<file path="src/rtl/pokey_pkg.sv">
package pokey_pkg;

    // pot register value, tick count at capture
    typedef logic [7:0] pot_value_t;

    // one bit per pot, high while that pot is still scanning
    typedef logic [1:0] allpot_t;

    // trigger buttons, active low
    typedef logic [3:0] trig_t;

    // graphics control register as seen by the host
    typedef logic [7:0] gractl_t;

    // gractl bit that holds the triggers latched
    localparam int unsigned GRACTL_LATCH_BIT = 2;

    // one capture strobe from the scanner to the pot registers
    typedef struct packed {
        logic       valid;  // single-cycle strobe
        logic       index;  // 0 = pot0, 1 = pot1
        pot_value_t value;  // count latched for that pot
    } pot_capture_t;

    // pot scan sequencer
    typedef enum logic [0:0] {
        SCAN_IDLE = 1'b0,   // dump line held, counter frozen
        SCAN_RUN  = 1'b1    // caps charging, counting ticks
    } scan_state_t;

endpackage

</file>
<file path="src/rtl/clock_divider.sv">
`timescale 1ns/1ns

module clock_divider #(
    parameter int CLK_DIV = 1800
) (
    input  logic clk_27mhz_fpga,
    input  logic rst_n,
    input  logic restart,   // realigns tick phase to potgo
    input  logic enable,    // counts only while a scan runs
    output logic tick
);

    // at least one bit even for tiny divides
    localparam int CW = (CLK_DIV > 1) ? $clog2(CLK_DIV) : 1;
    localparam logic [CW-1:0] CNT_LAST = CW'(CLK_DIV - 1);

    logic [CW-1:0] cnt;

    always_ff @(posedge clk_27mhz_fpga) begin
        if (!rst_n) begin
            cnt <= '0;
        end else if (restart || (enable && cnt == CNT_LAST)) begin
            cnt <= '0;          // wrap or realign
        end else if (enable) begin
            cnt <= cnt + 1'b1;
        end
    end

    // stale count from a previous scan is masked by restart
    assign tick = enable && !restart && (cnt == CNT_LAST);

endmodule

</file>
<file path="src/rtl/pokey_ctrl_top.sv">
`timescale 1ns/1ns

module pokey_ctrl_top #(
    parameter int CLK_DIV = 1800,   // 27 MHz / 1800 = 15 kHz scan line rate
    parameter int POT_MAX = 228
) (
    input  logic                  clk_27mhz_fpga,
    input  logic                  rst_n,
    input  logic                  potgo,
    input  logic [1:0]            pot_in,
    input  pokey_pkg::trig_t      trig_in,
    input  pokey_pkg::gractl_t    gractl,
    output logic                  pot_release,
    output pokey_pkg::pot_value_t pot0,
    output pokey_pkg::pot_value_t pot1,
    output pokey_pkg::allpot_t    allpot,
    output pokey_pkg::trig_t      trig
);

    pokey_pkg::pot_capture_t capture;   // scanner -> registers
    logic                    scan_start;

    // producer: counts ticks, emits captures
    pot_scanner #(
        .CLK_DIV (CLK_DIV),
        .POT_MAX (POT_MAX)
    ) u_pot_scanner (
        .clk_27mhz_fpga (clk_27mhz_fpga),
        .rst_n          (rst_n),
        .potgo          (potgo),
        .pot_in         (pot_in),
        .pot_release    (pot_release),
        .capture        (capture),
        .scan_start     (scan_start),
        .scan_active    ()              // only the divider needs it
    );

    // buffer: host-visible pot values and allpot
    pot_registers u_pot_registers (
        .clk_27mhz_fpga (clk_27mhz_fpga),
        .rst_n          (rst_n),
        .capture        (capture),
        .scan_start     (scan_start),
        .pot0           (pot0),
        .pot1           (pot1),
        .allpot         (allpot)
    );

    // buttons run beside the pot path
    trigger_latch u_trigger_latch (
        .clk_27mhz_fpga (clk_27mhz_fpga),
        .rst_n          (rst_n),
        .trig_in        (trig_in),
        .gractl         (gractl),
        .trig           (trig)
    );

endmodule

</file>
<file path="src/rtl/pot_registers.sv">
`timescale 1ns/1ns

module pot_registers (
    input  logic                    clk_27mhz_fpga,
    input  logic                    rst_n,
    input  pokey_pkg::pot_capture_t capture,
    input  logic                    scan_start,
    output pokey_pkg::pot_value_t   pot0,
    output pokey_pkg::pot_value_t   pot1,
    output pokey_pkg::allpot_t      allpot
);

    // strobe decode per pot
    logic wr_pot0;
    logic wr_pot1;

    assign wr_pot0 = capture.valid && !capture.index;
    assign wr_pot1 = capture.valid &&  capture.index;

    // values persist across scans, host reads last result mid-scan
    always_ff @(posedge clk_27mhz_fpga) begin
        if (!rst_n) begin
            pot0 <= '0;
            pot1 <= '0;
        end else begin
            if (wr_pot0) begin
                pot0 <= capture.value;
            end
            if (wr_pot1) begin
                pot1 <= capture.value;
            end
        end
    end

    // allpot: ones at start, each bit drops as its pot lands
    always_ff @(posedge clk_27mhz_fpga) begin
        if (!rst_n) begin
            allpot <= '0;
        end else begin
            if (scan_start) begin
                allpot <= '1;
            end
            // same edge as the register write
            if (wr_pot0) begin
                allpot[0] <= 1'b0;
            end
            if (wr_pot1) begin
                allpot[1] <= 1'b0;
            end
        end
    end

endmodule

</file>
<file path="src/rtl/pot_scanner.sv">
`timescale 1ns/1ns

module pot_scanner #(
    parameter int CLK_DIV = 1800,
    parameter int POT_MAX = 228
) (
    input  logic                    clk_27mhz_fpga,
    input  logic                    rst_n,
    input  logic                    potgo,        // one-cycle start strobe
    input  logic [1:0]              pot_in,       // comparator outputs, async
    output logic                    pot_release,  // high = dump caps
    output pokey_pkg::pot_capture_t capture,
    output logic                    scan_start,
    output logic                    scan_active
);

    localparam pokey_pkg::pot_value_t POT_FULL = pokey_pkg::pot_value_t'(POT_MAX);
    localparam pokey_pkg::pot_value_t POT_LAST = pokey_pkg::pot_value_t'(POT_MAX - 1);

    pokey_pkg::scan_state_t state;
    pokey_pkg::pot_value_t  count;      // ticks since scan start
    pokey_pkg::pot_value_t  pend_val;   // pot1 value waiting its turn
    pokey_pkg::pot_value_t  hit_val [2];
    logic [1:0]             pot_meta;
    logic [1:0]             pot_sync;
    logic [1:0]             captured;   // pot already landed this scan
    logic [1:0]             hit;
    logic                   pend;       // pot1 capture deferred one cycle
    logic                   restart;
    logic                   tick;
    logic                   at_end;

    clock_divider #(
        .CLK_DIV (CLK_DIV)
    ) u_clock_divider (
        .clk_27mhz_fpga (clk_27mhz_fpga),
        .rst_n          (rst_n),
        .restart        (restart),
        .enable         (scan_active),
        .tick           (tick)
    );

    assign scan_active = (state == pokey_pkg::SCAN_RUN);
    assign pot_release = !scan_active;      // caps dump whenever idle
    assign at_end      = (count == POT_LAST); // this tick finishes the scan

    // which pots land on this tick, and with what count
    always_comb begin
        for (int i = 0; i < 2; i++) begin
            hit[i]     = !captured[i] && (pot_sync[i] || at_end);
            hit_val[i] = pot_sync[i] ? count : POT_FULL;    // never crossed -> max
        end
    end

    // two-flop synchronizer on the comparators
    always_ff @(posedge clk_27mhz_fpga) begin
        if (!rst_n) begin
            pot_meta <= '0;
            pot_sync <= '0;
        end else begin
            pot_meta <= pot_in;
            pot_sync <= pot_meta;
        end
    end

    always_ff @(posedge clk_27mhz_fpga) begin
        if (!rst_n) begin
            state         <= pokey_pkg::SCAN_IDLE;
            count         <= '0;
            captured      <= '0;
            pend          <= 1'b0;
            scan_start    <= 1'b0;
            restart       <= 1'b0;
            capture.valid <= 1'b0;
        end else begin
            scan_start    <= 1'b0;
            restart       <= 1'b0;
            capture.valid <= 1'b0;
            if (potgo) begin
                // also restarts a scan in progress
                state      <= pokey_pkg::SCAN_RUN;
                scan_start <= 1'b1;
                restart    <= 1'b1;
                count      <= '0;
                captured   <= '0;
                pend       <= 1'b0;
            end else begin
                if (pend) begin
                    capture <= '{valid: 1'b1, index: 1'b1, value: pend_val};
                    pend    <= 1'b0;
                end
                if (scan_active && tick) begin
                    count    <= count + 1'b1;
                    captured <= captured | hit;
                    if (hit[0]) begin
                        capture <= '{valid: 1'b1, index: 1'b0, value: hit_val[0]};
                    end else if (hit[1]) begin
                        capture <= '{valid: 1'b1, index: 1'b1, value: hit_val[1]};
                    end
                    if (hit[0] && hit[1]) begin
                        pend     <= 1'b1;   // pot1 goes next cycle
                        pend_val <= hit_val[1];
                    end
                    if (at_end) begin
                        state <= pokey_pkg::SCAN_IDLE;
                    end
                end
            end
        end
    end

endmodule

</file>
<file path="src/rtl/trigger_latch.sv">
`timescale 1ns/1ns

module trigger_latch (
    input  logic               clk_27mhz_fpga,
    input  logic               rst_n,
    input  pokey_pkg::trig_t   trig_in,     // raw buttons, 0 = pressed
    input  pokey_pkg::gractl_t gractl,
    output pokey_pkg::trig_t   trig
);

    pokey_pkg::trig_t trig_meta;
    pokey_pkg::trig_t trig_sync;
    pokey_pkg::trig_t held;         // sticky lows while latched
    logic             latch_en;

    assign latch_en = gractl[pokey_pkg::GRACTL_LATCH_BIT];

    // buttons are asynchronous to the board clock
    always_ff @(posedge clk_27mhz_fpga) begin
        if (!rst_n) begin
            trig_meta <= '1;
            trig_sync <= '1;
        end else begin
            trig_meta <= trig_in;
            trig_sync <= trig_meta;
        end
    end

    always_ff @(posedge clk_27mhz_fpga) begin
        if (!rst_n) begin
            held <= '1;
            trig <= '1;     // nothing pressed
        end else begin
            if (latch_en) begin
                held <= held & trig_sync;   // a press sticks
            end else begin
                held <= '1;                 // latch off frees everything
            end
            // output register, third stage of latency
            if (latch_en) begin
                trig <= held & trig_sync;
            end else begin
                trig <= trig_sync;
            end
        end
    end

endmodule

</file>
<file path="config.mk">
export PLATFORM = sky130hd
export DESIGN_NAME = pokey_ctrl_top
export DESIGN_NICKNAME = d
export VERILOG_FILES = /design/src/rtl/pokey_pkg.sv /design/src/rtl/clock_divider.sv /design/src/rtl/pokey_ctrl_top.sv /design/src/rtl/pot_registers.sv /design/src/rtl/pot_scanner.sv /design/src/rtl/trigger_latch.sv
export SDC_FILE = /design/constraint.sdc
export NUM_CORES = 1
export LEC_CHECK = 0
export BUFFER_PORTS_ARGS = -buffer_cell sky130_fd_sc_hd__buf_2
export CAP_MARGIN = 20
export CORE_ASPECT_RATIO = 0.8
export CORE_MARGIN = 2
export CORE_UTILIZATION = 30
export DETAILED_ROUTE_END_ITERATION = 6
export PLACE_DENSITY_LB_ADDON = 0.3
export SLEW_MARGIN = 25
export SYNTH_ARGS = -nofsm -noshare
export SYNTH_HDL_FRONTEND = slang
export SYNTH_SLANG_ARGS = --single-unit
</file>
<file path="constraint.sdc">
create_clock -name clk_27mhz_fpga -period 4.06 [get_ports clk_27mhz_fpga]
set_input_delay 0.812 -clock clk_27mhz_fpga [delete_from_list [all_inputs] [get_ports clk_27mhz_fpga]]
set_output_delay 0.812 -clock clk_27mhz_fpga [all_outputs]
set_load 0.02 [all_outputs]
</file>
==> results by group, run 1 <==
Yosys
  • Synth top area cells: dfxtp_1, edfxtp_1, nand2_1
  • Asr flop ratio synth: 0%
  • Synth area leader: dfxtp_1
  • Mean Syn Cell Area: 9.827 µm²
  • Mapped Nets: 341
  • Xor/xnor share of the synthesized area: 2.214%
  • Synth top area share: 39.86%
  • Main combinational cell family by area after synthesis: simple AND/OR/NAND/NOR gates
  • Post-synth EDFFs: 17
  • Post-synthesis simple-gate area fraction: 19.45%
  • Synthesized-area fraction occupied by adder cells: 0.7908%
  • Register bit total from synthesis: 80
  • Mapped Area: 0.003164 mm²
  • Ys flop type: dfxtp_1
  • Synth unique cells: 38
  • Synth warn: 0
  • Post-synthesis compound-gate area fraction: 15.66%
  • Sequential-to-total area share from yosys stat: 55.99%
  • Multiplexer share of the synthesized area: 2.847%
  • Syn Inst Count: 322

Run status
  • Outcome: completed

Place
  • Final HPWL DP: 4194 µm
  • GP Congestion: 0.7779
  • # placed instances: 481
  • Port Buffer Count: 32

CTS
  • Root Buffer Master: clkbuf_16
  • Postcts setup bufs: 0
  • CTS tree: done
  • CTS Buf Count: 9
  • Post_cts resized: 0
  • Longest Clk Path Bufs: 2
  • Hold-fix buffers, CTS: 0
  • Clock-pin slew on the worst setup and hold paths: 0.06 ns
  • Clock sink count: 80
  • H-tree depth: 3
  • Worst-Skew Late Latency: 0.34 ns

STA
  • Final cycle utilization of the critical path: 58.96%
  • # setup viols final: 0
  • Minimum clock period: 2.394 ns
  • Total negative slack: 0 ns
  • Skew final: 0.006142 ns
  • Slew headroom: 55.14%
  • Final hold vios: 0
  • Pins Over Slew Limit: 0
  • Fmax: 417.7 MHz
  • Worst-Margin Slew: 0.6716 ns
  • RSZ-0062 raised after global routing: no

Finish
  • Layout Utilization: 36.86%
  • FILL cells: 1057
  • Ant. Diodes: 0
  • Number of cells in the finished layout apart from fillers: 497
  • Final #Nets: 371
  • Storage cell area: 0.001772 mm²
  • Share of layout cells above drive strength 1: 14.85%
  • Synth-to-Final Area Change: 19.30%
  • Area of the multi-input gates: 0.001296 mm²

Critical path
  • R2R depth: 4
  • Worst R2R End: u_pot_scanner.pend_val[4]
  • Arrival @ worst endpoint: 2.44 ns
  • Max FO, Critical Path: 8
  • CP Launch Type: register
  • Setup CP Type: register to register
  • CP endpoint: u_pot_scanner.pend_val[4]
  • CP Launch Point: u_pot_scanner.u_clock_divider.cnt[3]
  • Critical Path RT: 4.10 ns
  • CP endpoint kind: register
  • Setup slack, reg-to-reg: 1.67 ns
  • R2R Path Start: u_pot_scanner.u_clock_divider.cnt[3]

Pwr
  • Leak: 1.286 nW
  • Clk network pwr share: 48.6%
  • PD cells: 455.5 mW/mm²
  • Reg power frac: 48.7%
  • Psw: 0.3835 mW
  • Worst vdd ir: 0.2158 mV
  • Sw Ratio: 22.31%
  • Internal power: 1.336 mW
  • Combinational share of power: 2.8%

Floorplanning
  • Number of I/O pins: 40
  • DIE AREA: 0.01139 mm²
  • Initial core utilization: 30.90%
  • Die W: 118.8 µm
  • Core area: 0.01024 mm²
  • Row count: 33
  • Die height: 95.86 µm

Route
  • Via count: 2285
  • WL final: 6057 µm
  • Drt initial violations: 152
  • DR WL/cell: 12.19 µm
  • Vias per cell: 4.598
  • 1st-pass router iterations: 4
  • Residual DRC count: 0
  • Antenna Nets Post-Route: 0

Global route
  • GR Util All Layers: 11.24%
  • Largest net degree at the start of global routing: 39
  • Initial antenna violation count: 0
  • Grt ovf: 0
  • Vias in the first global route: 2048
  • First-pass GRT wire length: 10030 µm

Run
  • # Max-Cap Violations: 0

Worst hold path
  • Hold crit path type: register to register
how the worst min path moves through the flow:
stage                                             from                      endpoint  slack (ns)  depth (start not counted)
after global routing      u_trigger_latch.trig_meta[0]  u_trigger_latch.trig_sync[0]        0.44                          1
after detailed placement  u_trigger_latch.trig_meta[2]  u_trigger_latch.trig_sync[2]        0.40                          1
final                     u_trigger_latch.trig_meta[2]  u_trigger_latch.trig_sync[2]        0.41                          1
after floorplan           u_trigger_latch.trig_meta[0]  u_trigger_latch.trig_sync[0]        0.39                          1
after global placement    u_trigger_latch.trig_meta[0]  u_trigger_latch.trig_sync[0]        0.40                          1
after CTS                 u_trigger_latch.trig_meta[2]  u_trigger_latch.trig_sync[2]        0.41                          1
power by group through the flow:
stage / clock, mW / combinational (mW) / sequential [mW]
floorplan: 0 / 0.0323 / 0.852
global placement: 0 / 0.0474 / 0.854
detailed placement: 0 / 0.0482 / 0.854
CTS: 0.859 / 0.0483 / 0.837
global route: 0.899 / 0.0533 / 0.838
finish: 0.835 / 0.0476 / 0.837
critical path, stage by stage, from the launching register on:
cell and delay, ns:
dfxtp_1 0.37, or4_4 0.57, or4_1 0.64, nor4_1 0.31, buf_4 0.22
flip-flops by register name, indices dropped and copies added, names as in the netlist:
name                               count
u_pot_scanner.scan_start               1
u_pot_scanner.captured                 2
u_pot_registers.pot0                   8
u_pot_scanner.scan_active              1
u_trigger_latch.held                   4
u_pot_registers.allpot                 2
u_pot_scanner.pot_meta                 2
u_pot_scanner.pend_val                 8
u_pot_scanner.count                    8
u_trigger_latch.trig_sync              4
u_pot_scanner.pot_sync                 2
u_pot_scanner.capture                 10
u_pot_registers.pot1                   8
u_trigger_latch.trig_meta              4
u_pot_scanner.pend                     1
u_pot_scanner.u_clock_divider.cnt     11
u_trigger_latch.trig                   4
cells in the mapped netlist (all sizes together), types with 7 or more instances:
cell,count
a21boi,16
a21oi,16
and2,10
clkbuf,14
dfxtp,63
edfxtp,17
inv,8
mux2i,9
nand2,51
nand2b,15
nor2,12
o21ai,20
or4,7
metrics by stage:
stage / hold slack [ns] / area, µm² / total power [mW] / setup slack (ns)
after detailed placement: 0.3954 / 3463 / 0.9026 / 1.502
after global placement: 0.3975 / 3463 / 0.9015 / 1.533
after global routing: 0.4370 / 3775 / 1.790 / 1.516
after CTS: 0.4139 / 3775 / 1.744 / 1.665
after floorplan: 0.3863 / 3164 / 0.8845 / 1.251
final: 0.4103 / 3775 / 1.719 / 1.666
per-layer routing:
metal,share of wire [%],track usage (%),vias up
met5,0,0,-
li1,-,-,1191
met3,4.8,4.265,9
met2,42,17.10,41
met1,52,14.73,1044
met4,1.1,3.869,0
final cells by class:
class,count,area share [%]
timing repair buffer,36,5.038
tap,140,4.640
clock inverter,7,2.287
clock buffer,9,5.966
sequential,80,46.93
inverter,8,0.7955
multi-input combinational,217,34.34
cell usage in the layout, fill, tap and decap left out, types with 5 or more instances in the layout:
cell type,synthesis,final
buf_2,2,32
or4_1,6,6
a21boi_0,16,16
nand2b_1,15,15
a21oi_1,16,16
nand2_1,51,51
xnor2_1,5,5
and2_1,10,10
nor2_1,12,12
dfxtp_1,63,63
o21ai_0,20,20
mux2i_1,9,9
edfxtp_1,17,17
clkbuf_16,0,9
or3_1,5,5
inv_1,8,8
cells by family after synthesis:
logic type,after synthesis
and+or+nand+nor,121
DFF,80
AOI/OAI and AO/OA,77
buffers and inverters,25
muxes,9
xor gates and xnor gates,8
adders and majority gates,2
Note: power is estimated with default switching activity, not from simulation.
==> inputs of run 2 (changes only) <==
- clock period: 4.06 -> 2.3 ns (I/O delays scaled with it)
==> run 2 against run 1 <==
  * Cell count increased by 3.2%
  * Count of clock-buffer cells in the layout increased by 2
  * Die area unchanged
  * Clock power increased by 70%
  * Setup slack got worse by 1.6 ns
  * Critical path depth unchanged
  * Fmax increased by 8.5%
==> results by group, run 2 (synthesis results as in run 1) <==
Place
  • Final HPWL DP: 4397 µm (was 4194 µm)
  • Port Buffer Count: 32 (unchanged)
  • GP Congestion: 0.7850 (was 0.7779)

Pwr
  • Psw: 0.6170 mW (was 0.3835 mW)
  • Clk network pwr share: 47.5% (was 48.6%)
  • Combinational share of power: 3.1% (was 2.8%)
  • Sw Ratio: 20.66% (was 22.31%)
  • Overall Power: 2.986 mW (was 1.719 mW)
  • Reg power frac: 49.4% (was 48.7%)
  • Leak: 1.363 nW (was 1.286 nW)
  • Internal power: 2.369 mW (was 1.336 mW)
  • Worst vdd ir: 0.3472 mV (was 0.2158 mV)
  • PD cells: 765.5 mW/mm² (was 455.5 mW/mm²)

CTS
  • CTS tree: done (unchanged)
  • CTS Buf Count: 9 (unchanged)
  • Worst-Skew Late Latency: 0.33 ns (was 0.34 ns)
  • Longest Clk Path Bufs: 2 (unchanged)
  • Root Buffer Master: clkbuf_16 (unchanged)
  • Clock sink count: 80 (unchanged)
  • H-tree depth: 3 (unchanged)
  • Clock-pin slew on the worst setup and hold paths: 0.06 ns (about the same)
  • Hold-fix buffers, CTS: 0 (unchanged)

Critical path
  • R2R depth: 4 (unchanged)
  • Worst path top cell family by delay: simple AND/OR/NAND/NOR gates (unchanged)
  • CP endpoint kind: register (unchanged)
  • Critical-path top delay cell: or4_1 (unchanged)
  • Crit path depth: 4 (unchanged)
  • CP Launch Type: register (unchanged)
  • Buf/Inv on CP: 0 (was 1)
  • CP endpoint: u_pot_scanner.count[5] (was u_pot_scanner.pend_val[4])
  • Setup slack, reg-to-reg: 0.09 ns (was 1.67 ns)
  • R2R Path Start: u_pot_scanner.u_clock_divider.cnt[3] (unchanged)
  • Most used cell, CP: or4_1
  • Max incr delay on CP: 0.58 ns (was 0.64 ns)
  • Crit-path cells: or4_4 > or4_1 > or4_1 > a21oi_1 (was or4_4 > or4_1 > nor4_1 > buf_4)
  • Max FO, Critical Path: 6 (was 8)
  • Arrival @ worst endpoint: 2.46 ns (was 2.44 ns)
  • CP Launch Point: u_pot_scanner.u_clock_divider.cnt[3] (unchanged)
  • Critical Path RT: 2.55 ns (was 4.10 ns)
  • Worst R2R End: u_pot_scanner.count[5] (was u_pot_scanner.pend_val[4])
  • Setup CP Type: register to register (unchanged)

STA
  • Minimum clock period: 2.207 ns (was 2.394 ns)
  • Fmax: 453.2 MHz (was 417.7 MHz)
  • Slew headroom: 57.89% (was 55.14%)
  • Pins Over Slew Limit: 0 (unchanged)
  • Worst-Margin Slew: 0.6303 ns (was 0.6716 ns)
  • Skew final: 0.008837 ns (was 0.006142 ns)
  • Final hold vios: 0 (unchanged)
  • Fin Hold WS: 0.3111 ns (was 0.4103 ns)
  • # setup viols final: 0 (unchanged)
  • RSZ-0062 raised after global routing: no (unchanged)
  • Total negative slack: 0 ns (unchanged)
  • Final cycle utilization of the critical path: 95.94% (was 58.96%)

Worst hold path
  • WHS Path Cells: 2 (was 1)
  • Hold crit path type: input port to register (was register to register)

Finish
  • Most common cell after layout, fill and taps aside: dfxtp_1 (unchanged)
  • Share of layout cells above drive strength 1: 18.77% (was 14.85%)
  • Layout Utilization: 38.10% (was 36.86%)
  • Largest regs: u_pot_scanner.u_clock_divider.cnt: 11 flops, u_pot_scanner.capture: 10 flops (unchanged)
  • Max reg flops: 11 (unchanged)
  • Ant. Diodes: 0 (unchanged)
  • Most frequent cells in the layout: dfxtp_1, nand2_1, buf_2 (unchanged)
  • Final #Nets: 387 (was 371)
  • Synth-to-Final Area Change: 23.29% (was 19.30%)
  • Largest Register: u_pot_scanner.u_clock_divider.cnt (unchanged)

Route
  • Drt initial violations: 96 (was 152)
  • WL final: 6152 µm (was 6057 µm)
  • Via count: 2383 (was 2285)
  • 1st-pass router iterations: 4 (unchanged)
  • DR WL/cell: 11.99 µm (was 12.19 µm)
  • Residual DRC count: 0 (unchanged)
  • Antenna Nets Post-Route: 0 (unchanged)
  • Vias per cell: 4.645 (was 4.598)

Floorplanning
  • Number of I/O pins: 40 (unchanged)
  • Initial core utilization: 30.90% (unchanged)
  • Core area: 0.01024 mm² (unchanged)
  • DIE AREA: 0.01139 mm² (unchanged)
  • Die W: 118.8 µm (unchanged)
  • Row count: 33 (unchanged)
  • Die height: 95.86 µm (unchanged)

Global route
  • Grt ovf: 0 (unchanged)
  • Largest net degree at the start of global routing: 39 (unchanged)
  • Initial antenna violation count: 0 (unchanged)
  • Vias in the first global route: 2166 (was 2048)
  • First-pass GRT wire length: 10250 µm (was 10030 µm)
  • GR Util All Layers: 11.30% (was 11.24%)

Run status
  • Outcome: completed (unchanged)

Run
  • # Max-Cap Violations: 0 (unchanged)
[run 2: final cells by class]
| class | instances | area [µm²] |
|---|---|---|
| Clock buffer | 11 | 242.7 |
| Inverter | 8 | 30.03 |
| Tap cell | 140 | 175.2 |
| Timing Repair Buffer | 52 | 310.3 |
| Sequential cell | 80 | 1772 |
| Clock inverter | 5 | 56.30 |
| Fill cell | 1035 | 6339 |
| Multi-Input combinational cell | 217 | 1315 |
[run 2: stage by stage]
step                      instances  worst slack, ns  area (µm²)
final                           513          0.09346        3901
after global routing            513          0.01201        3901
after CTS                       514          0.09091        3905
after detailed placement        498           0.1064        3606
after global placement          498           0.1226        3606
after floorplan                 322          0.03873        3179
[run 2: how the worst min path moves through the flow]
stage / startpoint / end / slack (ns)
2_1_floorplan: u_trigger_latch.trig_meta[0] / u_trigger_latch.trig_sync[0] / 0.39
3_5_place_dp: u_trigger_latch.trig_meta[1] / u_trigger_latch.trig_sync[1] / 0.39
5_1_grt: trig_in[1] / u_trigger_latch.trig_meta[1] / 0.32
3_3_place_gp: u_trigger_latch.trig_meta[0] / u_trigger_latch.trig_sync[0] / 0.40
6_report: trig_in[0] / u_trigger_latch.trig_meta[0] / 0.31
4_1_cts: trig_in[0] / u_trigger_latch.trig_meta[0] / 0.30
[run 2: what timing repair did]
action | in CTS | in global routing
resized for setup | 0 | 1
endpoints found under the setup margin | 0 | 3
setup buffers | 0 | 0
[run 2: worst reg2reg max path: stages (launching register included)]
cell and delay [ns]:
dfxtp_1 0.31, or4_4 0.55, or4_1 0.58, or4_1 0.54, a21oi_1 0.15
[run 2: power groups by stage]
stage          clock network [mW]  logic [mW]  registers (mW)
4_1_cts                      1.45      0.0946            1.47
2_1_floorplan                   0      0.0576            1.50
3_3_place_gp                    0      0.0937            1.50
6_report                     1.42      0.0931            1.48
5_1_grt                      1.51       0.105            1.48
3_5_place_dp                    0      0.0943            1.51
[run 2: routing by layer]
| layer | part of all wire, % | vias to the layer above | track usage (%) | wire length (µm) |
|---|---|---|---|---|
| li1 | - | 1228 | - | - |
| met1 | 52 | 1109 | 15.28 | 3179 |
| met2 | 43 | 41 | 16.57 | 2671 |
| met3 | 4.2 | 5 | 4.028 | 259 |
| met4 | 0.68 | 0 | 4.266 | 42 |
| met5 | 0 | - | 0 | 0 |
